`src/common/mcu_cfg.svh`:
```
////////////////////////////////////////////////////////////
// Build constants for the basic MCU: widths, UART timing,
// loader sync byte and timeout, I/O port addresses
// Included by the RTL and by the testbench
////////////////////////////////////////////////////////////
`ifndef MCU_CFG_SVH
`define MCU_CFG_SVH

// Program memory
`define MCU_PC_W 10
`define MCU_PROG_WORDS 1024

// Serial loader
`define MCU_CLKS_PER_BIT 8
`define MCU_SYNC_BYTE 8'd169
`define MCU_PROG_IDLE 400 // Cycles without a byte before programming ends

// I/O space, 6-bit addresses as used by IN and OUT
`define MCU_IO_PORTB 6'd5
`define MCU_IO_PORTD 6'd11

`endif

```
`src/common/progBusIf.sv`:
```
////////////////////////////////////////////////////////////
// Program memory bus shared by the core and the loader
// fetcher: read requests, writer: word writes
////////////////////////////////////////////////////////////
`timescale 1ns/1ns
`default_nettype none
`include "mcu_cfg.svh"

interface progBusIf;
	logic [`MCU_PC_W-1:0] addr;
	logic [15:0] wrData;
	logic wrEn;
	logic req;
	logic gnt; // Memory port is ours this cycle
	logic [15:0] rdData; // Valid one cycle after a granted request

	modport fetcher
	(
		output req,
		output addr,
		input gnt,
		input rdData
	);

	modport writer
	(
		output addr,
		output wrData,
		output wrEn,
		input gnt
	);
endinterface

`default_nettype wire

```
`src/loader/progLoader.sv`:
```
////////////////////////////////////////////////////////////
// Serial program loader: sync byte opens programming,
// byte pairs become words written from address 0, and an
// idle timeout closes programming and restarts the core
////////////////////////////////////////////////////////////
`timescale 1ns/1ns
`default_nettype none
`include "mcu_cfg.svh"

module progLoader
(
	input logic clk,
	input logic reseted,
	input logic [7:0] rxByte,
	input logic byteValid,
	output logic progMode,
	output logic coreRestart,
	progBusIf.writer bus
);
	localparam int IdleW = $clog2(`MCU_PROG_IDLE);
	localparam logic [IdleW-1:0] IdleReload = IdleW'(`MCU_PROG_IDLE - 1);

	logic highPhase; // Next byte completes a word
	logic [7:0] lowByte;
	logic [15:0] wordData;
	logic [`MCU_PC_W-1:0] wordAddr;
	logic [IdleW-1:0] idleCnt;
	logic wrStrobe;

	assign bus.addr = wordAddr;
	assign bus.wrData = wordData;
	assign bus.wrEn = wrStrobe & bus.gnt;

	always_ff @(posedge clk)
	begin
		if (reseted)
		begin
			progMode <= 1'b0;
			coreRestart <= 1'b0;
			highPhase <= 1'b0;
			wordAddr <= '0;
			idleCnt <= '0;
			wrStrobe <= 1'b0;
		end
		else
		begin
			coreRestart <= 1'b0;
			wrStrobe <= 1'b0;
			if (wrStrobe)
				wordAddr <= wordAddr + 1'b1; // Advance after each write
			if (!progMode)
			begin
				if (byteValid && rxByte == `MCU_SYNC_BYTE)
				begin
					progMode <= 1'b1;
					highPhase <= 1'b0;
					wordAddr <= '0;
					idleCnt <= IdleReload;
				end
			end
			else if (byteValid)
			begin
				idleCnt <= IdleReload;
				highPhase <= ~highPhase;
				wrStrobe <= highPhase;
			end
			else if (idleCnt == IdleW'(1))
			begin
				// Line went quiet, hand memory back to the core
				progMode <= 1'b0;
				coreRestart <= 1'b1;
			end
			else
				idleCnt <= idleCnt - 1'b1;
		end
	end

	always_ff @(posedge clk)
	begin
		if (progMode && byteValid)
		begin
			if (highPhase)
				wordData <= {rxByte, lowByte};
			else
				lowByte <= rxByte; // First byte is the low half
		end
	end
endmodule

`default_nettype wire

```
`src/flat_wrapper.sv`:
```
// flat-port wrapper written by rule: the top's interface ports become plain ports
module progLoader_flat 
  (clk, reseted, rxByte, byteValid, progMode, coreRestart, bus_addr, bus_wrData, bus_wrEn, bus_gnt);
  progBusIf bus_i ();
  input logic clk;
  input logic reseted;
  input logic [7:0] rxByte;
  input logic byteValid;
  output logic progMode;
  output logic coreRestart;
  output wire logic [$bits(bus_i.addr)-1:0] bus_addr;
  output wire logic [$bits(bus_i.wrData)-1:0] bus_wrData;
  output wire logic [$bits(bus_i.wrEn)-1:0] bus_wrEn;
  input wire logic [$bits(bus_i.gnt)-1:0] bus_gnt;
  assign bus_addr = bus_i.addr;
  assign bus_wrData = bus_i.wrData;
  assign bus_wrEn = bus_i.wrEn;
  assign bus_i.gnt = bus_gnt;
  progLoader u_core (.clk(clk), .reseted(reseted), .rxByte(rxByte), .byteValid(byteValid), .progMode(progMode), .coreRestart(coreRestart), .bus(bus_i));
endmodule
```
`config.mk`:
```
export PLATFORM = sky130hd
export DESIGN_NAME = progLoader_flat
export DESIGN_NICKNAME = d
export VERILOG_FILES = /design/src/common/progBusIf.sv /design/src/loader/progLoader.sv /design/src/flat_wrapper.sv
export VERILOG_INCLUDE_DIRS = /design/src /design/src/common
export SDC_FILE = /design/constraint.sdc
export NUM_CORES = 1
export LEC_CHECK = 0
export ABC_AREA = 1
export BUFFER_PORTS_ARGS = -buffer_cell sky130_fd_sc_hd__buf_2
export CORE_ASPECT_RATIO = 0.75
export CORE_UTILIZATION = 30
export CTS_BUF_LIST = sky130_fd_sc_hd__clkbuf_4
export DETAILED_ROUTE_END_ITERATION = 8
export GPL_ROUTABILITY_DRIVEN = 0
export GPL_TIMING_DRIVEN = 0
export MAX_ROUTING_LAYER = met4
export SETUP_SLACK_MARGIN = 0.2
export SLEW_MARGIN = 0
export SYNTH_ARGS = -nofsm -noshare
export SYNTH_HDL_FRONTEND = slang
export SYNTH_SLANG_ARGS = --single-unit
export TNS_END_PERCENT = 20
```
`constraint.sdc`:
```
create_clock -name clk -period 2.7 [get_ports clk]
set_input_delay 0 -clock clk [delete_from_list [all_inputs] [get_ports clk]]
set_output_delay 0 -clock clk [all_outputs]
set_load 0.01 [all_outputs]
```
==> flow_metrics.env <==
export IMPL_cpPeakStageDelay_ns=0.66
export IMPL_yosysSeqAreaShare_pct=60.2
export IMPL_grt_use_met3_pct=3.46
export IMPL_p_leak_nw=1.02
export IMPL_syn_num_nets=229
export IMPL_syn2layout_area_growth_pct=23.5
export IMPL_cts_sinks=47
export IMPL_fin_nets=286
export IMPL_pwr_density_cell_mw_per_mm2=458
export IMPL_wl_mm=3.74
export IMPL_h_tree_depth=2
export IMPL_min_period_over_period_pct=60.3
export IMPL_clockBufferDepth=2
export IMPL_diodes=0
export IMPL_mappedNetlistArea_sq_mm=0.00196
export IMPL_grt_ovfl_total=0
export IMPL_synth_most_common_cell="nand2_1"
export IMPL_num_vias=1513
export IMPL_async_flop_share_pct=0
export IMPL_n_fill_cell=652
export IMPL_grt_busiest_layer="met2"
export IMPL_critPathSlowestCell="nor2_2"
export IMPL_cts_buffers=5
export IMPL_cts_tree="built"
export IMPL_grtUsageMet2_pct=18.3
export IMPL_synth_edff_count=24
export IMPL_end_kind="flop"
export IMPL_die_area_sq_mm=0.00687
export IMPL_met1_usage_pct=15.8
export IMPL_io_pin_count=41
export IMPL_ff2ff_setup_slack_ns=1.07
export IMPL_setup_tns_ns=0
export IMPL_antenna_found_initial=0
export IMPL_ant_nets=0
export IMPL_coreArea_sq_mm=0.00632
export IMPL_grt_usage_pct=12.3
export IMPL_syn_mean_instance_area_sq_um=9.17
export IMPL_rsz0062_at_grt="no"
export IMPL_required_ns=2.68
export IMPL_arrival_ns=1.61
export IMPL_rows=25
export IMPL_portBuffers=40
export IMPL_min_path_type="input pin to output port"
export IMPL_critPathLaunchType="flop"
export IMPL_syn_inst=214
export IMPL_synth_common_cells="nand2_1, nor2_1, edfxtp_1, inv_1, dfxtp_1"
export IMPL_firstDrtPassIters=6
export IMPL_synth_area_leaders="edfxtp_1, dfxtp_1, nand2_1, nor2_1, nand3_1"
export IMPL_synth_top_cell_area_share_pct=36.7
export IMPL_cts_hold_buffers=10
export IMPL_setup_violations=0
export IMPL_crit_chain="nand2_1, nor2_2"
export IMPL_root_buffer="clkbuf_4"
export IMPL_critical_path_peak_fanout=16
export IMPL_path_clk_slew_ns=0.13
export IMPL_insertion_delay_ns=0.35
export IMPL_die_w_um=95.4
export IMPL_fp_dieH_um=72.1
export IMPL_dpl_hpwl_mm=2.64
export IMPL_hold_viol=0
export IMPL_finalWorstSetupSlack_ns=1.07
export IMPL_final_layout_size_suffix_gt1_share_pct=22.8
export IMPL_vias_per_cell=4.29
export IMPL_fin_skew_ns=0.0126
export IMPL_fin_crit_ns=1.63
export IMPL_cts_resized_gates=0
export IMPL_initial_core_util_pct=31.1
export IMPL_outcome="finished with violations"
export IMPL_cts_setup_buffers=0
export IMPL_grt_max_degree=17
export IMPL_synth_distinct_cells=23
export IMPL_synth_top_area_cell="edfxtp_1"
export IMPL_worst_setup_path_type="flop to flop"
export IMPL_drtIter0Drc=61
export IMPL_ys_dominant_reg_cell="edfxtp_1"
export IMPL_wire_per_inst_um=10.6
export IMPL_cap_violations=0
export IMPL_first_global_vias=1383
export IMPL_report_final_slew_viol_count=0
export IMPL_ir_drop_v=0.000184
export IMPL_pre_cts_ws_ns=0.707
export IMPL_grt_pass1_wl_mm=6.22
export IMPL_maxSlewHeadroom_pct=44.5
export IMPL_violations="design-rule violations"
export IMPL_drc=2
export IMPL_ys_seq_elements=47
export IMPL_tightest_slew_ns=0.832
export IMPL_max_freq_mhz=614
export IMPL_synth_warnings=0
==> placed cells by master (no fill, tap or decap), types with 4 or more instances in the layout <==
| master | netlist | final |
|---|---|---|
| nand2_1 | 42 | 42 |
| buf_2 | 2 | 42 |
| nor2_1 | 34 | 33 |
| inv_1 | 24 | 24 |
| edfxtp_1 | 24 | 24 |
| dfxtp_1 | 23 | 23 |
| nand3_1 | 20 | 20 |
| a21oi_1 | 11 | 11 |
| dlygate4sd3_1 | 0 | 10 |
| clkbuf_4 | 0 | 6 |
| o21ai_0 | 5 | 5 |
| nor2_2 | 3 | 4 |
==> flip-flops by register name, summed over array words and instances (netlist names) <==
register,cells
u_core.wrStrobe,1
u_core.bus.wrData,16
u_core.highPhase,1
u_core.idleCnt,9
u_core.coreRestart,1
u_core.lowByte,8
u_core.bus.addr,10
u_core.progMode,1
==> area by class of cell <==
type	count	area, sq um	share of cell area (%)
Buffer	3	21.3	0.877
Tap cell	81	101	4.18
Inverter	27	101	4.18
Clock inverter	2	12.5	0.516
Timing Repair Buffer	50	300	12.4
Multi-Input combinational cell	137	662	27.3
Clock buffer	6	45.0	1.86
Sequential cell	47	1180	48.7
==> per-layer routing <==
layer	vias up	part of all wire [%]	routed length, um
li1	806	-	-
met2	25	45	1700
met1	674	49	1830
met5	-	0	0
met4	0	1.5	57
met3	8	4.1	153
==> metrics by stage <==
step	total power [mW]	instance area (sq um)	hold WS, ns	cells	utilization [%]
2_1_floorplan	0.776	1960	0.0691	214	-
3_3_place_gp	0.793	2260	0.207	335	35.8
3_5_place_dp	0.793	2260	0.207	335	35.8
4_1_cts	1.13	2420	0.269	353	38.3
5_1_grt	1.17	2420	0.307	353	38.4
6_report	1.11	2420	0.264	353	38.4
==> cells by family after synthesis <==
family	synth area share, %
AND/OR/NAND/NOR	25.3
buffers and inverters	6.25
AO/OA/AOI/OAI	4.08
adder cells (fa/ha/maj)	1.91
multiplexers	0.510
XOR/XNOR	1.78
flip-flops	60.2
==> worst paths after layout <==
check,end,start,cells after the start
max,u_core.bus.wrData[3]$_DFFE_PP_,u_core.progMode$_SDFF_PP0_,2
min,bus_wrEn,bus_gnt,4
max reg2reg,u_core.bus.wrData[3]$_DFFE_PP_,u_core.progMode$_SDFF_PP0_,2
min reg2reg,u_core.bus.wrData[2]$_DFFE_PP_,u_core.lowByte[2]$_DFFE_PP_,0
==> critical path: cells and delay by family (launching register included) <==
| kind | cells | cell delay, ns |
|---|---|---|
| flip-flops | 1 | 0.45 |
| AND/OR/NAND/NOR | 2 | 0.81 |
==> where the power goes <==
group / switching [mW] / internal [mW] / leakage (nW)
combinational: 0.0210 / 0.0200 / 0.586
clock: 0.211 / 0.111 / 0.0333
sequential: 0.000502 / 0.747 / 0.401
total: 0.233 / 0.878 / 1.02
Power figures use the tool's default switching activity.
