`config.mk`:
```
export PLATFORM = sky130hd
export DESIGN_NAME = uartRx
export DESIGN_NICKNAME = d
export VERILOG_FILES = /design/src/hw/uartRx.sv
export VERILOG_INCLUDE_DIRS = /design/src /design/src/common
export SDC_FILE = /design/constraint.sdc
export NUM_CORES = 1
export LEC_CHECK = 0
export ABC_AREA = 1
export ABC_CLOCK_PERIOD_IN_PS = 1400
export BUFFER_PORTS_ARGS = -buffer_cell sky130_fd_sc_hd__buf_4
export CAP_MARGIN = 0
export CORE_MARGIN = 8
export CORE_UTILIZATION = 48
export DETAILED_ROUTE_END_ITERATION = 12
export GPL_TIMING_DRIVEN = 0
export MAX_ROUTING_LAYER = met4
export PLACE_DENSITY = 0.78
export SYNTH_ARGS = -nofsm -noshare
export SYNTH_HDL_FRONTEND = slang
export SYNTH_SLANG_ARGS = --single-unit
```
`constraint.sdc`:
```
create_clock -name clk -period 1.4 [get_ports clk]
set_input_delay 0.21 -clock clk [delete_from_list [all_inputs] [get_ports clk]]
set_output_delay 0.21 -clock clk [all_outputs]
set_load 0.02 [all_outputs]
```
`src/common/mcu_cfg.svh`:
```
////////////////////////////////////////////////////////////
// Build constants for the basic MCU: widths, UART timing,
// loader sync byte and timeout, I/O port addresses
// Included by the RTL and by the testbench
////////////////////////////////////////////////////////////
`ifndef MCU_CFG_SVH
`define MCU_CFG_SVH

// Program memory
`define MCU_PC_W 10
`define MCU_PROG_WORDS 1024

// Serial loader
`define MCU_CLKS_PER_BIT 8
`define MCU_SYNC_BYTE 8'd169
`define MCU_PROG_IDLE 400 // Cycles without a byte before programming ends

// I/O space, 6-bit addresses as used by IN and OUT
`define MCU_IO_PORTB 6'd5
`define MCU_IO_PORTD 6'd11

`endif

```
`src/hw/uartRx.sv`:
```
////////////////////////////////////////////////////////////
// UART receiver, 8N1, LSB first
// Emits one byteValid pulse per good frame at mid stop bit
////////////////////////////////////////////////////////////
`timescale 1ns/1ns
`default_nettype none
`include "mcu_cfg.svh"

module uartRx
(
	input logic clk,
	input logic reseted,
	input logic rxd,
	output logic [7:0] rxByte,
	output logic byteValid
);
	localparam int CntW = $clog2(`MCU_CLKS_PER_BIT);

	logic [1:0] rxSync;
	logic rxBit;
	logic busy;
	logic [3:0] bitCnt; // 0 start, 1..8 data, 9 stop
	logic [CntW-1:0] cycCnt;
	logic sampleNow;

	assign rxBit = rxSync[1];
	assign sampleNow = busy && (cycCnt == '0);

	always_ff @(posedge clk)
	begin
		if (reseted)
		begin
			rxSync <= 2'b11;
			busy <= 1'b0;
			bitCnt <= '0;
			cycCnt <= '0;
			byteValid <= 1'b0;
		end
		else
		begin
			rxSync <= {rxSync[0], rxd};
			byteValid <= 1'b0;
			if (!busy)
			begin
				if (!rxBit) // Falling edge of start bit
				begin
					busy <= 1'b1;
					bitCnt <= '0;
					cycCnt <= CntW'(`MCU_CLKS_PER_BIT / 2 - 1);
				end
			end
			else if (!sampleNow)
				cycCnt <= cycCnt - 1'b1;
			else
			begin
				cycCnt <= CntW'(`MCU_CLKS_PER_BIT - 1);
				bitCnt <= bitCnt + 1'b1;
				if (bitCnt == 4'd0)
					busy <= ~rxBit; // Start bit gone high again, treat as a glitch
				else if (bitCnt == 4'd9)
				begin
					busy <= 1'b0;
					byteValid <= rxBit; // Framing error drops the byte
				end
			end
		end
	end

	always_ff @(posedge clk)
	begin
		if (sampleNow && bitCnt != 4'd0 && bitCnt != 4'd9)
			rxByte <= {rxBit, rxByte[7:1]};
	end
endmodule

`default_nettype wire

```
==> results.sh, run 1 <==
export IMPL_power_uw=977.8
export IMPL_cts_tree="built"
export IMPL_clock_sinks=19
export IMPL_worstSkewPairLatency_ns=0.30
export IMPL_path_buf_inv=1
export IMPL_peakVddDrop_v=0.0004898
export IMPL_max_slew_worst_pin_slew_ns=0.2426
export IMPL_min_from="rxd"
export IMPL_synthToLayoutAreaGrowth_pct=23.11
export IMPL_grt_pass1_wl_um=2449
export IMPL_fmax_ghz=0.7495
export IMPL_final_cells=117
export IMPL_via_per_inst=5.274
export IMPL_synth_largest_area_cell="edfxtp_1"
export IMPL_yosysWarnings=0
export IMPL_placed_cell_area_sq_um=910.9
export IMPL_mostFrequentLayoutCell="buf_4"
export IMPL_path_cells="inv_1, ha_1, nand3_1, nand2_2, nor2_4"
export IMPL_setup_worst_path_start_class="flop"
export IMPL_setup_viol=0
export IMPL_final_util_pct=60.53
export IMPL_dp_slack_ns=-0.1722
export IMPL_core_area_sq_um=1652
export IMPL_synth_xor_area_share_pct=0
export IMPL_nets=109
export IMPL_pin_count=12
export IMPL_slew_headroom_pct=83.68
export IMPL_syn_inst=80
export IMPL_grt_start_max_net_pins=11
export IMPL_yosysUniqueCellTypes=19
export IMPL_multi_input_area_sq_um=314.1
export IMPL_top_layer="met4"
export IMPL_synthMuxAreaShare_pct=0
export IMPL_start_util_pct=49.17
export IMPL_synth_compound_area_share_pct=8.166
export IMPL_port_buffers=10
export IMPL_slowest_delay_ns=0.37
export IMPL_slew_violations=0
export IMPL_register_area_sq_um=467.9
export IMPL_r2r_start="bitCnt[0]"
export IMPL_skew_ns=0.01079
export IMPL_cp_max_fo=8
export IMPL_fill_cells=139
export IMPL_cts_made_buffers=3
export IMPL_synth_adder_area_share_pct=7.704
export IMPL_grt_ovfl_total=0
export IMPL_route_met2_wl_um=704
export IMPL_ys_top_cells_by_area="edfxtp_1, dfxtp_1, ha_1"
export IMPL_hpwlAfterDp_um=1120
export IMPL_crit_path_start="bitCnt[0]"
export IMPL_antenna_cells=0
export IMPL_rows=15
export IMPL_first_iter_violations=16
export IMPL_cts_root_buf="clkbuf_4"
export IMPL_dpl_cell_count=107
export IMPL_synth_seq_cells=19
export IMPL_cp_top_family="flip-flops"
export IMPL_cp_arrival_ns=1.32
export IMPL_dieWidth_um=57.13
export IMPL_cts_buffer_depth=2
export IMPL_grt_usage_pct=9.369
export IMPL_antenna_left=0
export IMPL_r2r_slack_ns=0.07
export IMPL_power_leakage_nw=0.4188
export IMPL_drt_wl_total_um=1518
export IMPL_synth_top_family_by_area="simple AND/OR/NAND/NOR gates"
export IMPL_fin_crit_sh_pct=95.31
export IMPL_powerDensity_nw_per_um2=978.1
export IMPL_critical_path_class="reg2reg"
export IMPL_syn_nets=88
export IMPL_synth_top_area_share_pct=29.58
export IMPL_worstPathRequired_ns=1.39
export IMPL_hp_class="in2reg"
export IMPL_period_needed_ns=1.334
export IMPL_grt_pass1_vias=589
export IMPL_seq_area_frac_synth_pct=56.70
export IMPL_hold_viol_final=0
export IMPL_crit_slowest_cell="dfxtp_4"
export IMPL_setup_ws_ns=0.06572
export IMPL_dieArea_sq_um=3264
export IMPL_first_pass_iters=5
export IMPL_netlist_area_sq_um=812.0
export IMPL_cts_hold_buf=0
export IMPL_drc=0
export IMPL_vias=617
export IMPL_final_area_sq_um=999.7
export IMPL_clkTransAtPathRegs_ns=0.11
export IMPL_outcome="finished clean"
export IMPL_wire_per_inst_um=12.97
export IMPL_wl_met1_um=668
export IMPL_wl_met3_um=113
export IMPL_h_tree_depth=1
export IMPL_drive_gt1_share_pct=33.00
export IMPL_final_cell_mix="buf_4, inv_1, dfxtp_1"
export IMPL_grt_antenna_before_repair=0
export IMPL_cp_end_kind="flop"
export IMPL_dieHeight_um=57.13
export IMPL_synth_area_per_cell_sq_um=10.15
export IMPL_gp_congestion=0.8201
export IMPL_yosys_area_share_simple_pct=21.26
export IMPL_cap_violations=0
[worst reg2reg max path: stages (launching register included)]
cell and delay (ns):
dfxtp_4 0.37, inv_1 0.06, ha_1 0.22, nand3_1 0.10
nand2_2 0.07, nor2_4 0.20
[repair_timing]
| item | in CTS | in global routing |
|---|---|---|
| gates resized for setup | 4 | 3 |
| buffers inserted | 1 | 5 |
| pin swaps | 1 | 2 |
| setup endpoints to repair | 8 | 8 |
[Yosys cell counts (all sizes together)]
cell type / n
inv: 12
edfxtp: 8
nand3: 9
o211ai: 1
a21oi: 8
o21ai: 2
nand2: 11
ha: 5
nor4: 1
or2: 2
nand4: 2
buf: 1
o32ai: 1
nor2: 6
dfxtp: 11
[through the flow]
stage,hold WS [ns],setup TNS (ns)
after floorplan,0.3138,0
after global placement,0.3967,-0.9118
after detailed placement,0.3993,-1.376
after CTS,0.09956,0
after global routing,0.06827,-0.1133
final,0.08435,0
[kinds of logic (layout without fill, tap and decap cells)]
family,after synthesis,after routing
adder cells (fa/ha/maj),5,5
buffers and inverters,13,33
AO/OA/AOI/OAI,12,12
flip-flops,19,19
AND/OR/NAND/NOR,31,31
[power breakdown]
group / switching, mW / internal, mW / total, mW
combinational: 0.0613 / 0.0457 / 0.107
sequential: 0.0110 / 0.586 / 0.597
clock: 0.163 / 0.111 / 0.274
[final cells by class]
| cell class | instances | share of cell area (%) |
|---|---|---|
| Buffer | 1 | 0.5006 |
| Clock buffer | 4 | 2.628 |
| Inverter | 12 | 4.506 |
| Multi-Input combinational cell | 48 | 31.41 |
| Sequential cell | 19 | 46.81 |
| Tap cell | 17 | 2.128 |
| Timing Repair Buffer | 16 | 12.01 |
[worst paths after layout]
| path | depth (start not counted) | end |
|---|---|---|
| worst max-delay path | 5 | rxByte[7] |
| worst min-delay path | 2 | rxSync[0] |
| worst max register to register | 5 | rxByte[7] |
| worst min register to register | 1 | rxSync[1] |
[registers in the layout, summed over array words and instances (netlist names)]
name	cells
rxSync	2
cycCnt	3
busy	1
bitCnt	4
rxByte	8
byteValid	1
[per-layer routing]
| layer | vias to the layer above | track usage [%] |
|---|---|---|
| met5 | - | - |
| met4 | 0 | 3.020 |
| met3 | 4 | 3.991 |
| met2 | 18 | 15.66 |
| met1 | 285 | 9.711 |
| li1 | 310 | - |
No activity file was read; power rests on OpenSTA's default activity.
==> run 2, diff against run 1 <==
--- a/config.mk
+++ b/config.mk
@@ -7,15 +7,15 @@
 export NUM_CORES = 1
 export LEC_CHECK = 0
 export ABC_AREA = 1
-export ABC_CLOCK_PERIOD_IN_PS = 1400
+export ABC_CLOCK_PERIOD_IN_PS = 1500
 export BUFFER_PORTS_ARGS = -buffer_cell sky130_fd_sc_hd__buf_4
 export CAP_MARGIN = 0
 export CORE_MARGIN = 8
-export CORE_UTILIZATION = 48
+export CORE_UTILIZATION = 50
 export DETAILED_ROUTE_END_ITERATION = 12
 export GPL_TIMING_DRIVEN = 0
 export MAX_ROUTING_LAYER = met4
-export PLACE_DENSITY = 0.78
+export PLACE_DENSITY = 0.77
 export SYNTH_ARGS = -nofsm -noshare
 export SYNTH_HDL_FRONTEND = slang
 export SYNTH_SLANG_ARGS = --single-unit
==> constraint.sdc (replaced) <==
create_clock -name clk -period 1.5 [get_ports clk]
set_input_delay 0.225 -clock clk [delete_from_list [all_inputs] [get_ports clk]]
set_output_delay 0.225 -clock clk [all_outputs]
set_load 0.02 [all_outputs]
==> results.sh, run 2 (same netlist as run 1, synthesis figures left out) <==
export IMPL_dieHeight_um=56.30
export IMPL_cp_max_fo=8
export IMPL_first_pass_iters=3
export IMPL_hold_viol_final=0
export IMPL_cts_hold_buf=0
export IMPL_skew_ns=0.003750
export IMPL_crit_slowest_cell="dfxtp_2"
export IMPL_hp_class="in2reg"
export IMPL_final_cell_mix="inv_1, buf_4, nand2_1, dfxtp_1"
export IMPL_final_cells=110
export IMPL_powerDensity_nw_per_um2=952.0
export IMPL_hpwlAfterDp_um=1140
export IMPL_critical_path_class="reg2reg"
export IMPL_drc=0
export IMPL_synthToLayoutAreaGrowth_pct=16.18
export IMPL_grt_start_max_net_pins=11
export IMPL_nets=103
export IMPL_grt_pass1_vias=586
export IMPL_top_regs="rxByte x8, bitCnt x4, cycCnt x3"
export IMPL_cts_root_buf="clkbuf_4"
export IMPL_power_leakage_nw=0.3900
export IMPL_fin_crit_sh_pct=93.57
export IMPL_cp_arrival_ns=1.39
export IMPL_start_util_pct=53.28
export IMPL_vias=573
export IMPL_largest_reg_flops=8
export IMPL_path_cells="inv_1, ha_1, nand3_1, nand2_1, nor2_4"
export IMPL_r2r_slack_ns=0.1
export IMPL_period_needed_ns=1.403
export IMPL_worstSkewPairLatency_ns=0.29
export IMPL_pin_count=12
export IMPL_h_tree_depth=1
export IMPL_grt_ovfl_total=0
export IMPL_rsz0062_at_grt="false"
export IMPL_slowest_delay_ns=0.40
export IMPL_dpl_cell_count=106
export IMPL_antenna_left=0
export IMPL_rows=14
export IMPL_antenna_cells=0
export IMPL_power_uw=898.1
export IMPL_grt_antenna_before_repair=0
export IMPL_wire_per_inst_um=12.99
export IMPL_cts_buffer_depth=2
export IMPL_grt_pass1_wl_um=2415
export IMPL_cp_top_family="simple AND/OR/NAND/NOR gates"
export IMPL_worstPathRequired_ns=1.49
export IMPL_max_slew_worst_pin_slew_ns=0.2463
export IMPL_core_area_sq_um=1524
export IMPL_slew_headroom_pct=83.43
export IMPL_dieWidth_um=56.30
export IMPL_slew_violations=0
export IMPL_clock_sinks=19
export IMPL_drive_gt1_share_pct=26.60
export IMPL_setup_viol=0
export IMPL_grt_usage_pct=9.887
export IMPL_port_buffers=10
export IMPL_clkTransAtPathRegs_ns=0.10
export IMPL_cap_violations=0
export IMPL_peakVddDrop_v=0.0005491
export IMPL_dieArea_sq_um=3170
export IMPL_regMostFlops="rxByte"
export IMPL_cts_tree="built"
export IMPL_fmax_ghz=0.7125
export IMPL_first_iter_violations=9
export IMPL_cts_setup_buffers=0
export IMPL_gp_congestion=0.7773
export IMPL_setup_worst_path_start_class="flop"
export IMPL_drt_wl_total_um=1429
export IMPL_outcome="finished clean"
export IMPL_cts_made_buffers=3
export IMPL_path_buf_inv=1
export IMPL_via_per_inst=5.209
export IMPL_cp_end_kind="flop"
## run 2: changes by cell type in the layout (fill, tap and decap cells not counted)
cell     previous run  this run
nand2_2             1         0
ha_1                4         5
dfxtp_4             2         0
dfxtp_2             0         2
ha_2                1         0
buf_4              16        10
nand2_1             8         9
## run 2: path summary, 6_finish.rpt
kind,startpoint,endpoint,depth (start not counted)
max reg2reg,bitCnt[0],rxByte[6],5
max,bitCnt[0],rxByte[6],5
min,rxd,rxSync[0],2
min reg2reg,rxSync[0],rxSync[1],1
## run 2: area by class of cell
cell class	instances	area [sq um]
repair buffers	10	75.07
inverters	12	45.04
fillers	123	580.6
multi-input cells	48	309.0
flip-flops and latches	19	462.9
well taps	16	20.02
clock buffers	4	26.28
plain buffers	1	5.005
## run 2: worst register-to-register path: stages, from the launching register on
cell and delay [ns]:
dfxtp_2 0.40, inv_1 0.08, ha_1 0.21, nand3_1 0.08, nand2_1 0.09, nor2_4 0.24
## run 2: stage by stage
| step | util [%] | hold WS, ns | setup TNS, ns | setup slack, ns | instance area [sq um] |
|---|---|---|---|---|---|
| after floorplan | - | 0.3288 | 0 | 0.1205 | 814.5 |
| after global placement | 59.69 | 0.3982 | -0.09841 | -0.01234 | 909.6 |
| after detailed placement | 59.69 | 0.4063 | -0.6639 | -0.08307 | 909.6 |
| after CTS | 61.74 | 0.1062 | 0 | 0.02244 | 940.9 |
| after global routing | 61.90 | 0.1009 | 0 | 0.01123 | 943.4 |
| final | 61.90 | 0.1088 | 0 | 0.09651 | 943.4 |
## run 2: power by group
group	internal (mW)	switching [mW]	total [mW]
clock	0.103	0.150	0.253
combinational	0.0317	0.0520	0.0837
sequential	0.550	0.0118	0.561
## run 2: what timing repair did
item                       CTS  global route
pin swaps                    0             1
resized for setup            1             2
setup endpoints to repair    8             8
## run 2: per-layer routing
layer / vias to the layer above / routed length, um / part of all wire, % / track usage, %
met1: 260 / 597 / 42 / 8.587
met2: 11 / 715 / 50 / 16.96
li1: 298 / - / - / -
met5: - / 0 / 0 / -
met4: 0 / 44 / 3.1 / 8.247
met3: 4 / 71 / 5.0 / 3.146
