$ cat src/common/mcu_cfg.svh
////////////////////////////////////////////////////////////
// Build constants for the basic MCU: widths, UART timing,
// loader sync byte and timeout, I/O port addresses
// Included by the RTL and by the testbench
////////////////////////////////////////////////////////////
`ifndef MCU_CFG_SVH
`define MCU_CFG_SVH

// Program memory
`define MCU_PC_W 10
`define MCU_PROG_WORDS 1024

// Serial loader
`define MCU_CLKS_PER_BIT 8
`define MCU_SYNC_BYTE 8'd169
`define MCU_PROG_IDLE 400 // Cycles without a byte before programming ends

// I/O space, 6-bit addresses as used by IN and OUT
`define MCU_IO_PORTB 6'd5
`define MCU_IO_PORTD 6'd11

`endif

$ cat src/common/mcuPkg.sv
////////////////////////////////////////////////////////////
// Shared types of the basic MCU core: instruction word
// views, opcode set, status flags and FSM states
////////////////////////////////////////////////////////////
`default_nettype none

package mcuPkg;

	// One program word, seen as immediate or register format
	typedef union packed {
		struct packed {
			logic [3:0] op;
			logic [3:0] kHi;
			logic [3:0] dst; // r16..r31
			logic [3:0] kLo;
		} immView;
		struct packed {
			logic [5:0] op6;
			logic srcHi;
			logic [4:0] dst;
			logic [3:0] srcLo;
		} regView;
	} instrWord;

	typedef enum logic [4:0] {
		opNop, opLdi, opSubi, opAndi, opOri,
		opAdd, opSub, opAnd, opOr, opEor, opMov,
		opIn, opOut, opRjmp, opBreq, opBrne,
		opIllegal
	} opcodeT;

	typedef struct packed {
		logic zero;
		logic carry;
		logic negative;
	} flagsT;

	typedef enum logic [2:0] {
		sFetch, sDecode, sExec, sWrite, sHalt
	} coreStateT;

endpackage

`default_nettype wire

$ cat src/common/progBusIf.sv
////////////////////////////////////////////////////////////
// Program memory bus shared by the core and the loader
// fetcher: read requests, writer: word writes
////////////////////////////////////////////////////////////
`timescale 1ns/1ns
`default_nettype none
`include "mcu_cfg.svh"

interface progBusIf;
	logic [`MCU_PC_W-1:0] addr;
	logic [15:0] wrData;
	logic wrEn;
	logic req;
	logic gnt; // Memory port is ours this cycle
	logic [15:0] rdData; // Valid one cycle after a granted request

	modport fetcher
	(
		output req,
		output addr,
		input gnt,
		input rdData
	);

	modport writer
	(
		output addr,
		output wrData,
		output wrEn,
		input gnt
	);
endinterface

`default_nettype wire

$ cat src/core/regFile.sv
////////////////////////////////////////////////////////////
// General purpose registers r0..r31 of the core
// Two combinational reads, one write on the clock edge
////////////////////////////////////////////////////////////
`timescale 1ns/1ns
`default_nettype none

module regFile
(
	input logic clk,
	input logic [4:0] rdAddrA,
	input logic [4:0] rdAddrB,
	output logic [7:0] rdDataA,
	output logic [7:0] rdDataB,
	input logic [4:0] wrAddr,
	input logic [7:0] wrData,
	input logic wrEn
);
	logic [7:0] regs [32];

	assign rdDataA = regs[rdAddrA];
	assign rdDataB = regs[rdAddrB];

	always_ff @(posedge clk)
	begin
		if (wrEn)
			regs[wrAddr] <= wrData;
	end
endmodule

`default_nettype wire

$ cat src/core/avrCore.sv
////////////////////////////////////////////////////////////
// Small AVR-style core, four granted cycles per instruction
// Fetch, decode, execute, write back. Unknown opcodes halt
////////////////////////////////////////////////////////////
`timescale 1ns/1ns
`default_nettype none
`include "mcu_cfg.svh"

module avrCore
(
	input logic clk,
	input logic reseted,
	input logic coreRestart,
	progBusIf.fetcher bus,
	input logic [7:0] pins,
	output logic [7:0] portB,
	output logic [7:0] portD,
	output logic stuck
);
	mcuPkg::coreStateT state;
	mcuPkg::instrWord instr;
	mcuPkg::opcodeT op;
	mcuPkg::flagsT flags;
	mcuPkg::flagsT newFlags;
	mcuPkg::flagsT flagsNext;
	logic [`MCU_PC_W-1:0] pc;
	logic [`MCU_PC_W-1:0] pcInc;
	logic [`MCU_PC_W-1:0] pcTarget;
	logic [`MCU_PC_W-1:0] pcNext;
	logic signed [11:0] relJump;
	logic signed [6:0] relBranch;
	logic [7:0] regA; // Destination operand
	logic [7:0] regB;
	logic [7:0] kVal;
	logic [7:0] opB;
	logic [7:0] aluRes;
	logic [7:0] resReg;
	logic [8:0] addSum;
	logic [8:0] subDiff; // Borrow in bit 8
	logic [4:0] dstAddr;
	logic [5:0] ioAddr;
	logic isImm;
	logic writesReg;
	logic setsFlags;
	logic setsCarry;
	logic regWrEn;

	function automatic mcuPkg::opcodeT decodeOp(input mcuPkg::instrWord w);
		mcuPkg::opcodeT d;
		d = mcuPkg::opIllegal;
		case (w.immView.op)
			4'b1110: d = mcuPkg::opLdi;
			4'b0101: d = mcuPkg::opSubi;
			4'b0111: d = mcuPkg::opAndi;
			4'b0110: d = mcuPkg::opOri;
			4'b1100: d = mcuPkg::opRjmp;
			4'b1011: d = w.regView.op6[1] ? mcuPkg::opOut : mcuPkg::opIn;
			4'b1111:
			begin
				// Only zero flag branches, bit 0b001 of SREG
				if (!w.regView.op6[1] && w.regView.srcLo[2:0] == 3'b001)
					d = w.regView.op6[0] ? mcuPkg::opBrne : mcuPkg::opBreq;
			end
			default:
			begin
				case (w.regView.op6)
					6'b000000: d = (w == '0) ? mcuPkg::opNop : mcuPkg::opIllegal;
					6'b000011: d = mcuPkg::opAdd;
					6'b000110: d = mcuPkg::opSub;
					6'b001000: d = mcuPkg::opAnd;
					6'b001001: d = mcuPkg::opEor;
					6'b001010: d = mcuPkg::opOr;
					6'b001011: d = mcuPkg::opMov;
					default: d = mcuPkg::opIllegal;
				endcase
			end
		endcase
		return d;
	endfunction

	assign op = decodeOp(instr);
	assign isImm = op inside {mcuPkg::opLdi, mcuPkg::opSubi, mcuPkg::opAndi, mcuPkg::opOri};
	assign writesReg = isImm || op inside {mcuPkg::opAdd, mcuPkg::opSub, mcuPkg::opAnd,
		mcuPkg::opOr, mcuPkg::opEor, mcuPkg::opMov, mcuPkg::opIn};
	assign setsFlags = writesReg && !(op inside {mcuPkg::opLdi, mcuPkg::opMov, mcuPkg::opIn});
	assign setsCarry = op inside {mcuPkg::opAdd, mcuPkg::opSub, mcuPkg::opSubi};

	assign kVal = {instr.immView.kHi, instr.immView.kLo};
	assign dstAddr = isImm ? {1'b1, instr.immView.dst} : instr.regView.dst;
	assign ioAddr = {instr.regView.op6[0], instr.regView.srcHi, instr.regView.srcLo};
	assign opB = isImm ? kVal : regB;
	assign addSum = {1'b0, regA} + {1'b0, opB};
	assign subDiff = {1'b0, regA} - {1'b0, opB};

	always_comb
	begin
		case (op)
			mcuPkg::opLdi: aluRes = kVal;
			mcuPkg::opMov: aluRes = regB;
			mcuPkg::opIn: aluRes = pins;
			mcuPkg::opAdd: aluRes = addSum[7:0];
			mcuPkg::opSub, mcuPkg::opSubi: aluRes = subDiff[7:0];
			mcuPkg::opAnd, mcuPkg::opAndi: aluRes = regA & opB;
			mcuPkg::opOr, mcuPkg::opOri: aluRes = regA | opB;
			mcuPkg::opEor: aluRes = regA ^ opB;
			default: aluRes = regA; // OUT source register
		endcase
	end

	always_comb
	begin
		newFlags = flags;
		if (setsFlags)
		begin
			newFlags.zero = (aluRes == 8'd0);
			newFlags.negative = aluRes[7];
		end
		if (setsCarry)
			newFlags.carry = (op == mcuPkg::opAdd) ? addSum[8] : subDiff[8];
	end

	// Relative targets, offsets count from the next word
	assign relJump = {instr.immView.kHi, instr.immView.dst, instr.immView.kLo};
	assign relBranch = {instr.regView.srcHi, instr.regView.dst, instr.regView.srcLo[3]};
	assign pcInc = pc + 1'b1;

	always_comb
	begin
		case (op)
			mcuPkg::opRjmp: pcTarget = pcInc + `MCU_PC_W'(relJump);
			mcuPkg::opBreq: pcTarget = flags.zero ? pcInc + `MCU_PC_W'(relBranch) : pcInc;
			mcuPkg::opBrne: pcTarget = flags.zero ? pcInc : pcInc + `MCU_PC_W'(relBranch);
			default: pcTarget = pcInc;
		endcase
	end

	assign bus.req = (state != mcuPkg::sHalt);
	assign bus.addr = pc;
	assign stuck = (state == mcuPkg::sHalt);
	assign regWrEn = (state == mcuPkg::sWrite) && bus.gnt && writesReg;

	regFile regs
	(
		.clk(clk),
		.rdAddrA(dstAddr),
		.rdAddrB({instr.regView.srcHi, instr.regView.srcLo}),
		.rdDataA(regA),
		.rdDataB(regB),
		.wrAddr(dstAddr),
		.wrData(resReg),
		.wrEn(regWrEn)
	);

	always_ff @(posedge clk)
	begin
		if (reseted || coreRestart)
		begin
			state <= mcuPkg::sFetch;
			pc <= '0;
			flags <= '0;
			portB <= '0;
			portD <= '0;
		end
		else if (bus.gnt) // No grant, whole core holds
		begin
			case (state)
				mcuPkg::sFetch: state <= mcuPkg::sDecode;
				mcuPkg::sDecode: state <= mcuPkg::sExec;
				mcuPkg::sExec:
					state <= (op == mcuPkg::opIllegal) ? mcuPkg::sHalt : mcuPkg::sWrite;
				mcuPkg::sWrite:
				begin
					state <= mcuPkg::sFetch;
					pc <= pcNext;
					flags <= flagsNext;
					if (op == mcuPkg::opOut && ioAddr == `MCU_IO_PORTB)
						portB <= resReg;
					if (op == mcuPkg::opOut && ioAddr == `MCU_IO_PORTD)
						portD <= resReg;
				end
				default: ;
			endcase
		end
	end

	always_ff @(posedge clk)
	begin
		if (bus.gnt && state == mcuPkg::sDecode)
			instr <= bus.rdData; // Word requested in sFetch
		if (bus.gnt && state == mcuPkg::sExec)
		begin
			resReg <= aluRes;
			pcNext <= pcTarget;
			flagsNext <= newFlags;
		end
	end
endmodule

`default_nettype wire

$ cat src/flat_wrapper.sv
// flat-port wrapper written by rule: the top's interface ports become plain ports
module avrCore_flat 
  (clk, reseted, coreRestart, pins, portB, portD, stuck, bus_req, bus_addr, bus_gnt, bus_rdData);
  progBusIf bus_i ();
  input logic clk;
  input logic reseted;
  input logic coreRestart;
  input logic [7:0] pins;
  output logic [7:0] portB;
  output logic [7:0] portD;
  output logic stuck;
  output wire logic [$bits(bus_i.req)-1:0] bus_req;
  output wire logic [$bits(bus_i.addr)-1:0] bus_addr;
  input wire logic [$bits(bus_i.gnt)-1:0] bus_gnt;
  input wire logic [$bits(bus_i.rdData)-1:0] bus_rdData;
  assign bus_req = bus_i.req;
  assign bus_addr = bus_i.addr;
  assign bus_i.gnt = bus_gnt;
  assign bus_i.rdData = bus_rdData;
  avrCore u_core (.clk(clk), .reseted(reseted), .coreRestart(coreRestart), .bus(bus_i), .pins(pins), .portB(portB), .portD(portD), .stuck(stuck));
endmodule
$ cat config.mk
export PLATFORM = sky130hd
export DESIGN_NAME = avrCore_flat
export DESIGN_NICKNAME = d
export VERILOG_FILES = /design/src/common/mcuPkg.sv /design/src/common/progBusIf.sv /design/src/core/regFile.sv /design/src/core/avrCore.sv /design/src/flat_wrapper.sv
export VERILOG_INCLUDE_DIRS = /design/src /design/src/common
export SDC_FILE = /design/constraint.sdc
export NUM_CORES = 1
export LEC_CHECK = 0
export BUFFER_PORTS_ARGS = -buffer_cell sky130_fd_sc_hd__buf_2
export CORE_ASPECT_RATIO = 0.75
export CORE_MARGIN = 5
export CORE_UTILIZATION = 48
export DETAILED_ROUTE_END_ITERATION = 6
export SLEW_MARGIN = 20
export SYNTH_ARGS = -nofsm -noshare
export SYNTH_HDL_FRONTEND = slang
export SYNTH_SLANG_ARGS = --single-unit
$ cat constraint.sdc
create_clock -name clk -period 7 [get_ports clk]
set_clock_uncertainty 0.2 [all_clocks]
set_input_delay 1.4 -clock clk [delete_from_list [all_inputs] [get_ports clk]]
set_output_delay 1.4 -clock clk [all_outputs]
set_load 0.05 [all_outputs]
==> results by group, run 1 <==
Drt
  • Detailed Route WL: 48.9 mm
  • Vias: 11331
  • Routed vias/inst: 6.51
  • DRT iter0 DRCs: 1491
  • Initial DRT Pass Iterations: 5
  • Avg WL per Cell: 28.1 um
  • # DRC: 0
  • Post-DRT Antenna Nets: 0

Floorplanning
  • Core area: 34900 um2
  • Die Height: 173 um
  • Core Rows: 59
  • Starting Density: 48.8%
  • Ports: 56
  • Die area: 39400 um2
  • Die Width: 228 um

Logic synthesis
  • Syn_area_per_cell: 14.2 um2
  • Syn nets: 1274
  • Mapped cell area: 17100 um2
  • EDFF count, synth: 291
  • Synth Flop Type: edfxtp_1
  • Post-synth cell types: 79
  • Yosys reg bits: 326
  • Synth warn: 0
  • Post-Syn Instances: 1200
  • Post-synthesis sequential area ratio: 55.3%
  • Post-synth ARST share: 0%

Pwr
  • Flop pwr share: 50.7%
  • Switching pwr: 0.920 mW
  • Comb pwr share: 5.3%
  • Power Total: 4.17 mW
  • Maximum VDD drop: 196 uV
  • Sw Ratio: 22.1%
  • Static Leakage: 6.56 nW
  • Power Density: 219 nW/um2
  • Clk pwr share: 44.0%
  • Internal power: 3.25 mW

Worst setup path
  • Worst EP required: 7070 ps
  • Cells along the critical path: buf_4, mux2i_1, a22oi_1, a21oi_1, a2111oi_0, buf_4, mux2i_1, a31oi_1, xnor2_1, ha_1, a21o_1, o211ai_1, nand3_1, a21o_1, a21bo_2, o311ai_1, o31ai_2
  • Crit. End Element: flip-flop
  • Slowest CP cell: dfxtp_4
  • Setup CP Type: reg -> reg
  • Worst path top cell family by delay: compound AO/OA/AOI/OAI gates
  • FF-to-FF setup slack: 1000 ps
  • Worst-path maximum fanout: 50
  • CP bufs+invs: 2
  • CP startpoint kind: flip-flop
  • Crit path DAT: 6080 ps
  • CP max stage delay: 990 ps

Global route
  • Met2 Usage GRT: 33.7%
  • Met3 GRT Util: 6.25%
  • GRT overflow: 0
  • Largest net degree at the start of global routing: 71
  • GRT Util Overall: 24.5%
  • Gr busiest metal: met1
  • GR Layer Usage met1: 39.6%
  • Initial antenna violation count: 0
  • Vias in the first global route: 10837
  • First-pass GRT wire length: 71.9 mm

Hold path
  • Worst hold start: u_core.portB[3]$_SDFFE_PP0P_
  • Worst min path class: reg -> reg

STA
  • Slew Limit Fails: 0
  • RSZ-0062 raised after global routing: false
  • Final setup viols: 0
  • Actual slew at the worst max-slew pin: 1140 ps
  • Sum Neg Setup Slack: 0 ps
  • Rel. slew slack: 23.1%
  • Hold Fails Final Rpt: 0
  • Period utilisation layout: 85.7%
  • Max Freq: 167 MHz
  • Tmin final: 6000 ps

CTS
  • Clock root buffer: clkbuf_16
  • Hold buffer count at CTS: 0
  • Worst skew pair latency: 540 ps
  • Clock-pin transition on the worst setup and hold timing paths: 60 ps
  • Clock Path Buffers: 3
  • TritonCTS Buffers: 35
  • H-tree levels: 2
  • CTS resizes: 0
  • # clock sinks: 326
  • CTS tree: built
  • Setup Buffers After CTS: 0

Finish
  • P&R area growth vs syn: 11.7%
  • Nets: 1331
  • # diodes: 0
  • Filler Cell Count: 2818
  • Design area: 19000 um2
  • Register area: 9440 um2
  • Share of layout cells above drive strength 1: 22.6%
  • Multi-input combinational cell area: 7200 um2

Run
  • Max_cap viols: 0

Place
  • Hpwl dp: 34.1 mm
  • I/O Buffers: 55
  • Placed inst area: 17900 um2
  • GP Congestion: 0.940

Run status
  • Outcome: finished clean
-- registers in the layout (all words and copies together), names as in the netlist, named ones only --
name              count
u_core.bus.addr      10
u_core.flags          1
u_core.flagsNext      1
u_core.instr         16
u_core.pcNext        10
u_core.portB          8
u_core.portD          8
u_core.regs.regs    256
u_core.resReg         8
u_core.state          3
-- routing by layer --
metal  part of all wire, %  wire length [um]
met4                   1.8               869
met2                    42             20500
met1                    45             22200
met3                    11              5460
met5                     0                 0
-- synthesized netlist by cell type, types with 3 or more instances --
cell type    n  area [um2]
or2_2        3        18.8
mux4_2     119        2680
nor2b_1     10        62.6
or3_1        4        25.0
and2_1       6        37.5
nand3b_1     8        60.1
nand2_1     66         248
o21bai_1     3        22.5
o21ai_0     40         200
ha_1        43         538
o221ai_1     7        61.3
a21o_1      10        75.1
or3b_2       3        26.3
a222oi_1     8        80.1
buf_2       18        90.1
nor4_1       6        37.5
clkbuf_1    34         128
nor3b_1      3        22.5
nor3_1      15        75.1
a221o_1      3        30.0
or4_1        5        37.5
dfxtp_1     35         701
a22oi_1     19         143
o22ai_1     20         125
a31oi_1      3        18.8
mux2_2       8        90.1
inv_1       43         161
xor2_1      11        96.3
nand2b_1    10        62.6
nor2_1      90         338
xnor2_1     21         184
and3_1      10        62.6
o211ai_1    12        90.1
fa_1         3        60.1
mux2i_1     72         721
buf_1        9        33.8
edfxtp_1   291        8740
nand3_1     20         100
a21oi_1     54         270
o21a_1       3        22.5
-- path summary, 6_finish.rpt --
path              cells after the start                       endpoint
setup / recovery                     17  u_core.flagsNext[2]$_DFFE_PP_
hold / removal                        2   u_core.portB[3]$_SDFFE_PP0P_
setup reg to reg                     17  u_core.flagsNext[2]$_DFFE_PP_
hold reg to reg                       2   u_core.portB[3]$_SDFFE_PP0P_
-- per-stage QoR --
step | setup slack [ps] | hold slack (ps) | instances | utilization (%)
3_3_place_gp | 1080 | 275 | 1673 | 51.2
4_1_cts | 1170 | 298 | 1736 | 54.4
3_5_place_dp | 1160 | 283 | 1673 | 51.2
6_report | 999 | 295 | 1740 | 54.5
2_1_floorplan | 1410 | 271 | 1200 | -
5_1_grt | 581 | 321 | 1740 | 54.5
-- logic make-up (layout without fill, tap and decap cells) --
| logic type | Yosys count | in the layout | share of synthesized area [%] |
|---|---|---|---|
| xor gates and xnor gates | 32 | 32 | 1.64 |
| AOI/OAI and AO/OA | 214 | 214 | 8.43 |
| and+or+nand+nor | 275 | 275 | 7.97 |
| adders and majority gates | 46 | 46 | 3.51 |
| DFF | 326 | 326 | 55.3 |
| buffers and inverters | 108 | 191 | 2.64 |
| muxes | 199 | 199 | 20.5 |
-- power by group through the flow --
stage          logic [mW]  clock network [mW]  registers (mW)
6_report            0.221                1.83            2.11
5_1_grt             0.238                1.94            2.11
4_1_cts             0.216                1.86            2.11
3_5_place_dp        0.215                   0            2.16
3_3_place_gp        0.213                   0            2.16
2_1_floorplan       0.160                   0            2.14
-- worst reg2reg max path, delay by kind of cell (launching register included) --
| kind | cells | cell delay [ps] |
|---|---|---|
| muxes | 2 | 290 |
| DFF | 1 | 990 |
| and+or+nand+nor | 1 | 140 |
| xor gates and xnor gates | 1 | 200 |
| buffers and inverters | 2 | 740 |
| AOI/OAI and AO/OA | 10 | 2870 |
| adders and majority gates | 1 | 310 |
-- cell type report --
type                    instances  share of cell area (%)
clock inverters                16                   0.742
clock buffers                  47                    5.11
inverters                      43                   0.847
multi-input cells             766                    37.8
well taps                     457                    3.00
repair buffers                 85                    2.92
flip-flops and latches        326                    49.6
-- layout by cell type, fill, tap and decap left out, drive strengths merged, types with 8 or more instances in the layout --
cell      n
mux2      8
clkbuf   47
o22ai    20
nand2    66
a21o     10
a22oi    19
inv      45
xnor2    21
a21oi    54
buf      85
dfxtp    35
o211ai   12
nor3     16
nand3    20
edfxtp  291
mux4    119
nor2b    10
and3     10
nor2     91
o21ai    42
nand3b    8
clkinv    9
ha       43
mux2i    72
nand2b   10
a222oi    8
xor2     11
No activity file was read; power rests on OpenSTA's default activity.
==> run 2: changes to the inputs <==
--- a/config.mk
+++ b/config.mk
@@ -6,6 +6,7 @@
 export SDC_FILE = /design/constraint.sdc
 export NUM_CORES = 1
 export LEC_CHECK = 0
+export ABC_AREA = 1
 export BUFFER_PORTS_ARGS = -buffer_cell sky130_fd_sc_hd__buf_2
 export CORE_ASPECT_RATIO = 0.75
 export CORE_MARGIN = 5
==> run 2 against run 1 <==
First-iteration DRC count grew 45%. Worst hold slack lost 18 ps. Sequential share of layout area down 1.2 points. Area after synthesis increased by 3.5%. Sequential cell count did not move. Worst setup slack improved by 600 ps.
==> results by group, run 2 <==
Logic synthesis
  • Post-synth cell types: 58 (-27%)
  • EDFF count, synth: 291 (unchanged)
  • Syn nets: 2087 (+64%)
  • Synth top cells by count: 497 x nand2_1, 291 x edfxtp_1, 251 x inv_1
  • Post-Syn Instances: 2013 (+68%)
  • Synth area leaders: edfxtp_1 50%, nand2_1 11%, nand3_1 6.4%
  • Synth Flop Type: edfxtp_1
  • Most common cell in the netlist: nand2_1
  • Syn_area_per_cell: 8.77 um2 (-38%)
  • Post-synth ARST share: 0% (unchanged)
  • Yosys reg bits: 326 (unchanged)
  • Mapped cell area: 17600 um2 (+3.5%)
  • Largest area contributor in the netlist: edfxtp_1
  • Top-area cell type share of the netlist area: 49.5% (-1.7 points)
  • Synth warn: 0 (unchanged)
  • Post-synthesis sequential area ratio: 53.5% (-1.9 points)

STA
  • Sum Neg Setup Slack: 0 ps (unchanged)
  • Period utilisation layout: 77.2% (-8.6 points)
  • Slew Limit Fails: 0 (unchanged)
  • Rel. slew slack: 24.8% (+1.6 points)
  • Hold Fails Final Rpt: 0 (unchanged)
  • Actual slew at the worst max-slew pin: 1120 ps (-19.8 ps)
  • Final setup viols: 0 (unchanged)
  • Tmin final: 5400 ps (-600 ps)
  • RSZ-0062 raised after global routing: false
  • Max Freq: 185 MHz (+11%)

Finish
  • Filler Cell Count: 3254 (+15%)
  • Commonest cells after routing, fill and taps aside: 494 x nand2_1, 291 x edfxtp_1, 251 x inv_1
  • Biggest register: u_core.regs.regs
  • Non-filler cells, final: 2573 (+48%)
  • Share of layout cells above drive strength 1: 9.29% (-13 points)
  • Largest register FFs: 256 (unchanged)
  • P&R area growth vs syn: 10.5%
  • Most common cell after layout, fill and taps aside: nand2_1
  • Nets: 2125 (+60%)
  • Biggest regs: u_core.regs.regs: 256 flops, u_core.instr: 16 flops
  • # diodes: 0 (unchanged)

Worst setup path
  • Setup CP Type: reg -> reg
  • Most Frequent Cell on Critical Path: nand2_1
  • Crit. End Element: flip-flop
  • Launching point of the worst reg2reg path: u_core.instr[4]$_DFFE_PP_
  • Crit path DAT: 5600 ps (-480 ps)
  • Slowest CP cell: edfxtp_1
  • CP startpoint kind: flip-flop
  • Worst path top cell family by delay: simple AND/OR/NAND/NOR gates
  • FF-to-FF setup slack: 1600 ps (+600 ps)
  • RR Endpoint: u_core.flagsNext[2]$_DFFE_PP_
  • Worst-path maximum fanout: 28 (-44%)
  • Reg2Reg Depth: 27 (+10)
  • Worst EP required: 7200 ps (+130 ps)
  • CP max stage delay: 510 ps (-480 ps)
  • CP bufs+invs: 5 (+3)

Place
  • GP Congestion: 0.953 (+1.4%)
  • Placed Instances: 2509 (+50%)
  • Hpwl dp: 38.6 mm (+13%)
  • I/O Buffers: 55 (unchanged)

Run status
  • Outcome: finished clean

Global route
  • Vias in the first global route: 14171 (+31%)
  • Largest net degree at the start of global routing: 96 (+35%)
  • GRT Util Overall: 28.0% (+3.5 points)
  • Initial antenna violation count: 1 (+1)
  • GRT overflow: 0 (unchanged)
  • First-pass GRT wire length: 87.2 mm (+21%)

Drt
  • Routed vias/inst: 5.90 (-9.4%)
  • # DRC: 0 (unchanged)
  • Post-DRT Antenna Nets: 0 (unchanged)
  • Avg WL per Cell: 22.7 um (-19%)
  • DRT iter0 DRCs: 2160 (+45%)
  • Detailed Route WL: 58.4 mm (+19%)
  • Vias: 15182 (+34%)
  • Initial DRT Pass Iterations: 6 (+1)

Floorplanning
  • Ports: 56 (unchanged)
  • Core Rows: 60 (+1.7%)
  • Die Height: 176 um (+1.6%)
  • Die area: 40700 um2 (+3.3%)
  • Core area: 36100 um2 (+3.4%)
  • Die Width: 231 um (+1.6%)
  • Starting Density: 48.9% (about the same)

Pwr
  • Static Leakage: 8.09 nW (+23%)
  • Power Density: 216 nW/um2 (-1.3%)
  • Maximum VDD drop: 228 uV (+16%)

CTS
  • Clock-pin transition on the worst setup and hold timing paths: 60 ps (about the same)
  • Worst skew pair latency: 550 ps (about the same)
  • # clock sinks: 326 (unchanged)
  • CTS tree: built
  • TritonCTS Buffers: 36 (+2.9%)
  • Hold buffer count at CTS: 0 (unchanged)
  • Clock Path Buffers: 3 (unchanged)
  • H-tree levels: 2 (unchanged)
  • Setup Buffers After CTS: 0 (unchanged)
  • CTS resizes: 0 (unchanged)
  • Clock root buffer: clkbuf_16

Hold path
  • Hold EP: u_core.bus.addr[1]$_SDFFE_PP0P_
  • Worst hold start: u_core.pcNext[1]$_DFFE_PP_
  • Hold path depth: 2 (unchanged)
  • Worst min path class: reg -> reg

Run
  • Max_cap viols: 0 (unchanged)
==> run 2: changes by cell type in the layout (fill, tap and decap cells not counted), sizes merged, moves of 10 or more <==
cell and change:
o2111ai +14, nand2 +436, mux2i -72, nand3 +208, o21ai +58, a22oi -14
xnor2 -18, o22ai +68, inv +227, nand2b -10, nor2b -10, mux4 -119
nor2 +79, a221oi +16
==> run 2: report_power, final <==
part,internal [mW],total [mW],switching [mW]
clock,1.02,1.82,0.792
sequential,2.10,2.10,0.00659
combinational,0.0879,0.293,0.205
total,3.21,4.21,1.00
==> run 2: stage by stage <==
step	setup WS (ps)	power, mW	area [um2]	hold WS, ps	util (%)
floorplan	3200	2.34	17600	247	-
global placement	1820	2.43	18400	261	51.0
detailed placement	1760	2.43	18400	269	51.0
CTS	1700	4.23	19500	284	54.0
global route	1180	4.35	19500	316	54.0
finish	1600	4.21	19500	278	54.0
==> run 2: kinds of logic (layout without fill, tap and decap cells) <==
group,count (synthesis),after routing,share of synthesized area [%]
simple gates,950,950,23.1
buf+inv,355,419,8.02
flops,326,326,53.5
compound gates,318,318,11.1
fa+ha+maj,46,46,3.39
xor+xnor,18,18,0.893
==> run 2: how the worst max path moves through the flow <==
stage                                   start                             to  slack (ps)  depth (start not counted)
floorplan           u_core.instr[4]$_DFFE_PP_  u_core.flagsNext[2]$_DFFE_PP_        3200                         26
global placement    u_core.instr[4]$_DFFE_PP_  u_core.flagsNext[2]$_DFFE_PP_        1820                         27
detailed placement  u_core.instr[4]$_DFFE_PP_  u_core.flagsNext[2]$_DFFE_PP_        1760                         27
CTS                 u_core.instr[4]$_DFFE_PP_  u_core.flagsNext[2]$_DFFE_PP_        1700                         27
global route        u_core.instr[4]$_DFFE_PP_  u_core.flagsNext[2]$_DFFE_PP_        1180                         27
finish              u_core.instr[4]$_DFFE_PP_  u_core.flagsNext[2]$_DFFE_PP_        1600                         27
==> run 2: final cells by class <==
cell class / instances / area (um2) / area share [%]
inverter: 271 / 1020 / 5.23
tap: 496 / 621 / 3.18
clock buffer: 48 / 977 / 5.01
clock inverter: 16 / 120 / 0.616
multi-input combinational: 1332 / 6810 / 34.9
timing repair buffer: 84 / 518 / 2.66
sequential: 326 / 9440 / 48.4
==> run 2: routing by layer <==
metal,vias up,share of wire (%),track usage [%]
met5,-,0,0
met2,861,40,38.6
met3,133,12,7.80
met4,0,3.4,9.28
li1,6963,-,-
met1,7225,44,42.5
==> run 2: worst reg2reg max path: cells and delay by family (launching register included) <==
family	cells	cell delay [ps]
simple gates	14	1630
buf+inv	5	1420
compound gates	5	740
fa+ha+maj	2	630
flops	1	510
xor+xnor	1	160
==> run 3: changes to the inputs <==
--- a/config.mk
+++ b/config.mk
@@ -6,7 +6,7 @@
 export SDC_FILE = /design/constraint.sdc
 export NUM_CORES = 1
 export LEC_CHECK = 0
-export ABC_AREA = 1
+export ABC_AREA = 0
 export BUFFER_PORTS_ARGS = -buffer_cell sky130_fd_sc_hd__buf_2
 export CORE_ASPECT_RATIO = 0.75
 export CORE_MARGIN = 5
==> constraint.sdc (replaced) <==
create_clock -name clk -period 5.35 [get_ports clk]
set_clock_uncertainty 0.2 [all_clocks]
set_input_delay 1.07 -clock clk [delete_from_list [all_inputs] [get_ports clk]]
set_output_delay 1.07 -clock clk [all_outputs]
set_load 0.05 [all_outputs]
==> run 3 against run 2 <==
Count of clock-buffer cells in the layout is 8 lower. Sequential share of layout area shrank 0.51 points. Sequential cell count stayed put. Cell area is 1.1% higher. First-iteration DRC count decreased by 30%. Sequential power increased by 31%. Final cell count decreased by 29%. Critical endpoint unchanged. Worst hold slack better by 16 ps. Register-to-register slack got worse by 1300 ps. Routed wire length down 14%. Global-route usage is 2.9 points lower. Highest routed layer unchanged. Power grew 30%.
==> results by group, run 3 (same netlist as run 1, synthesis figures left out) <==
Run status
  • Outcome: finished clean

CTS
  • Hold buffer count at CTS: 0 (unchanged)
  • CTS tree: built
  • # clock sinks: 326 (unchanged)
  • H-tree levels: 2 (unchanged)
  • Clock-pin transition on the worst setup and hold timing paths: 60 ps (about the same)
  • Clock root buffer: clkbuf_16
  • TritonCTS Buffers: 34 (-5.6%)
  • Worst skew pair latency: 540 ps (about the same)
  • Clock Path Buffers: 3 (unchanged)

Drt
  • # DRC: 0 (unchanged)
  • Detailed Route WL: 50.4 mm (-14%)
  • Initial DRT Pass Iterations: 5 (-1)
  • Post-DRT Antenna Nets: 0 (unchanged)
  • Avg WL per Cell: 27.7 um (+22%)
  • Vias: 11756 (-23%)
  • Routed vias/inst: 6.46 (+9.5%)
  • DRT iter0 DRCs: 1504 (-30%)

Finish
  • Commonest cells after routing, fill and taps aside: 291 x edfxtp_1, 119 x mux4_2, 101 x buf_4
  • Largest register FFs: 256 (unchanged)
  • Biggest regs: u_core.regs.regs: 256 flops, u_core.instr: 16 flops
  • Share of layout cells above drive strength 1: 27.5% (+18 points)
  • # diodes: 0 (unchanged)
  • Nets: 1411 (-34%)
  • Biggest register: u_core.regs.regs
  • Most common cell after layout, fill and taps aside: edfxtp_1
  • P&R area growth vs syn: 15.6%

STA
  • Rel. slew slack: 19.9% (-4.9 points)
  • Hold Slack: 293 ps (+15.6 ps)
  • Hold Fails Final Rpt: 0 (unchanged)
  • Actual slew at the worst max-slew pin: 1190 ps (+68.2 ps)
  • Slew Limit Fails: 0 (unchanged)
  • Max Freq: 197 MHz (+6.6%)
  • Period utilisation layout: 94.7% (+18 points)
  • Setup ws final: 285 ps (-1310 ps)
  • Final setup viols: 0 (unchanged)
  • Tmin final: 5060 ps (-337 ps)

Floorplanning
  • Starting Density: 48.8% (about the same)
  • Core area: 34900 um2 (-3.3%)
  • Ports: 56 (unchanged)
  • Die Height: 173 um (-1.6%)
  • Core Rows: 59 (-1.7%)
  • Die Width: 228 um (-1.6%)
  • Die area: 39400 um2 (-3.2%)

Pwr
  • Maximum VDD drop: 271 uV (+19%)
  • Power Density: 277 nW/um2 (+28%)
  • Static Leakage: 6.99 nW (-14%)

Global route
  • Vias in the first global route: 11229 (-21%)
  • Largest net degree at the start of global routing: 37 (-61%)
  • GRT Util Overall: 25.1% (-2.9 points)
  • GRT overflow: 0 (unchanged)
  • Initial antenna violation count: 0 (-1)
  • First-pass GRT wire length: 74.0 mm (-15%)

Hold path
  • Worst min path class: reg -> reg
  • Worst hold start: u_core.portD[5]$_SDFFE_PP0P_
  • Hold path depth: 2 (unchanged)
  • Hold EP: u_core.portD[5]$_SDFFE_PP0P_

Worst setup path
  • Setup CP Type: reg -> reg
  • Worst-path maximum fanout: 18 (-36%)
  • Reg2Reg Depth: 20 (-26%)
  • CP startpoint kind: flip-flop
  • RR Endpoint: u_core.flagsNext[2]$_DFFE_PP_
  • Worst EP required: 5520 ps (-1680 ps)
  • FF-to-FF setup slack: 290 ps (-1310 ps)
  • Crit path DAT: 5230 ps (-370 ps)
  • Launching point of the worst reg2reg path: u_core.instr[4]$_DFFE_PP_
  • Crit. End Element: flip-flop

Place
  • Hpwl dp: 36.0 mm (-6.7%)
  • I/O Buffers: 55 (unchanged)
  • Pre-CTS setup slack: 189 ps (-1570 ps)
  • GP Congestion: 0.944 (-0.99%)

Run
  • Max_cap viols: 0 (unchanged)
## run 3: cell types whose count changed in the layout (fill, tap and decap cells not counted), sizes merged, moves of 58 or more
cell	before	now
o22ai	88	20
nand3	228	20
nand2	502	66
mux2i	0	72
mux4	0	119
buf	84	165
inv	272	47
nor2	170	91
o21ai	100	42
## run 3: power by group
group | internal (mW) | switching [mW]
Sequential | 2.74 | 0.00669
Combinational | 0.155 | 0.189
Clock | 1.37 | 1.01
Total | 4.27 | 1.20
## run 3: final cells by class
class                           count  area [um2]
Clock buffer                       40         905
Clock inverter                     21         199
Fill cell                        2776       15200
Inverter                           43         161
Multi-Input combinational cell    766        7220
Sequential cell                   326        9440
Tap cell                          457         572
Timing Repair Buffer              166        1220
## run 3: metal layers
metal / vias up / routed length (um) / part of all wire, % / GRT usage [%]
met4: 0 / 749 / 1.5 / 4.43
met5: - / 0 / 0 / 0
met1: 6014 / 22800 / 45 / 40.3
met2: 621 / 21200 / 42 / 34.7
li1: 5068 / - / - / -
met3: 53 / 5640 / 11 / 6.94
## run 3: stage by stage
step	std cells	util (%)	instance area [um2]	power [mW]	TNS, ps
2_1_floorplan	1200	-	17100	3.01	0
3_3_place_gp	1747	52.9	18500	3.13	0
3_5_place_dp	1747	52.9	18500	3.13	0
4_1_cts	1808	56.1	19600	5.49	0
5_1_grt	1819	56.5	19700	5.63	-27.0
6_report	1819	56.5	19700	5.47	0
## run 3: worst max path at each step
stage	from	to	cells past startpoint
floorplan	u_core.instr[5]$_DFFE_PP_	u_core.flagsNext[2]$_DFFE_PP_	22
global placement	flip-flop	u_core.flagsNext[2]$_DFFE_PP_	18
detailed placement	flip-flop	u_core.flagsNext[2]$_DFFE_PP_	19
CTS	flip-flop	u_core.flagsNext[2]$_DFFE_PP_	19
global route	u_core.instr[4]$_DFFE_PP_	u_core.flagsNext[2]$_DFFE_PP_	19
finish	u_core.instr[4]$_DFFE_PP_	u_core.flagsNext[2]$_DFFE_PP_	20
## run 3: timing repair
item	4_1_cts	5_1_grt
gates resized for setup	0	8
endpoints found under the setup margin	0	1
buffers inserted	0	8
## run 3: critical path, stage by stage, from the launching register on
cell and delay [ps]:
edfxtp_1 440, buf_4 200, buf_6 210, nor2_1 170, nand4_1 180, a311o_1 440
a31o_2 280, nor2_2 130, buf_4 170, nor2_1 50, xor2_1 140, ha_1 330
a21o_1 210, a21oi_1 200, o21bai_1 90, a21oi_1 170, xnor2_1 80, a222oi_1 310
o21ai_0 170, or4_1 500, o31ai_2 220
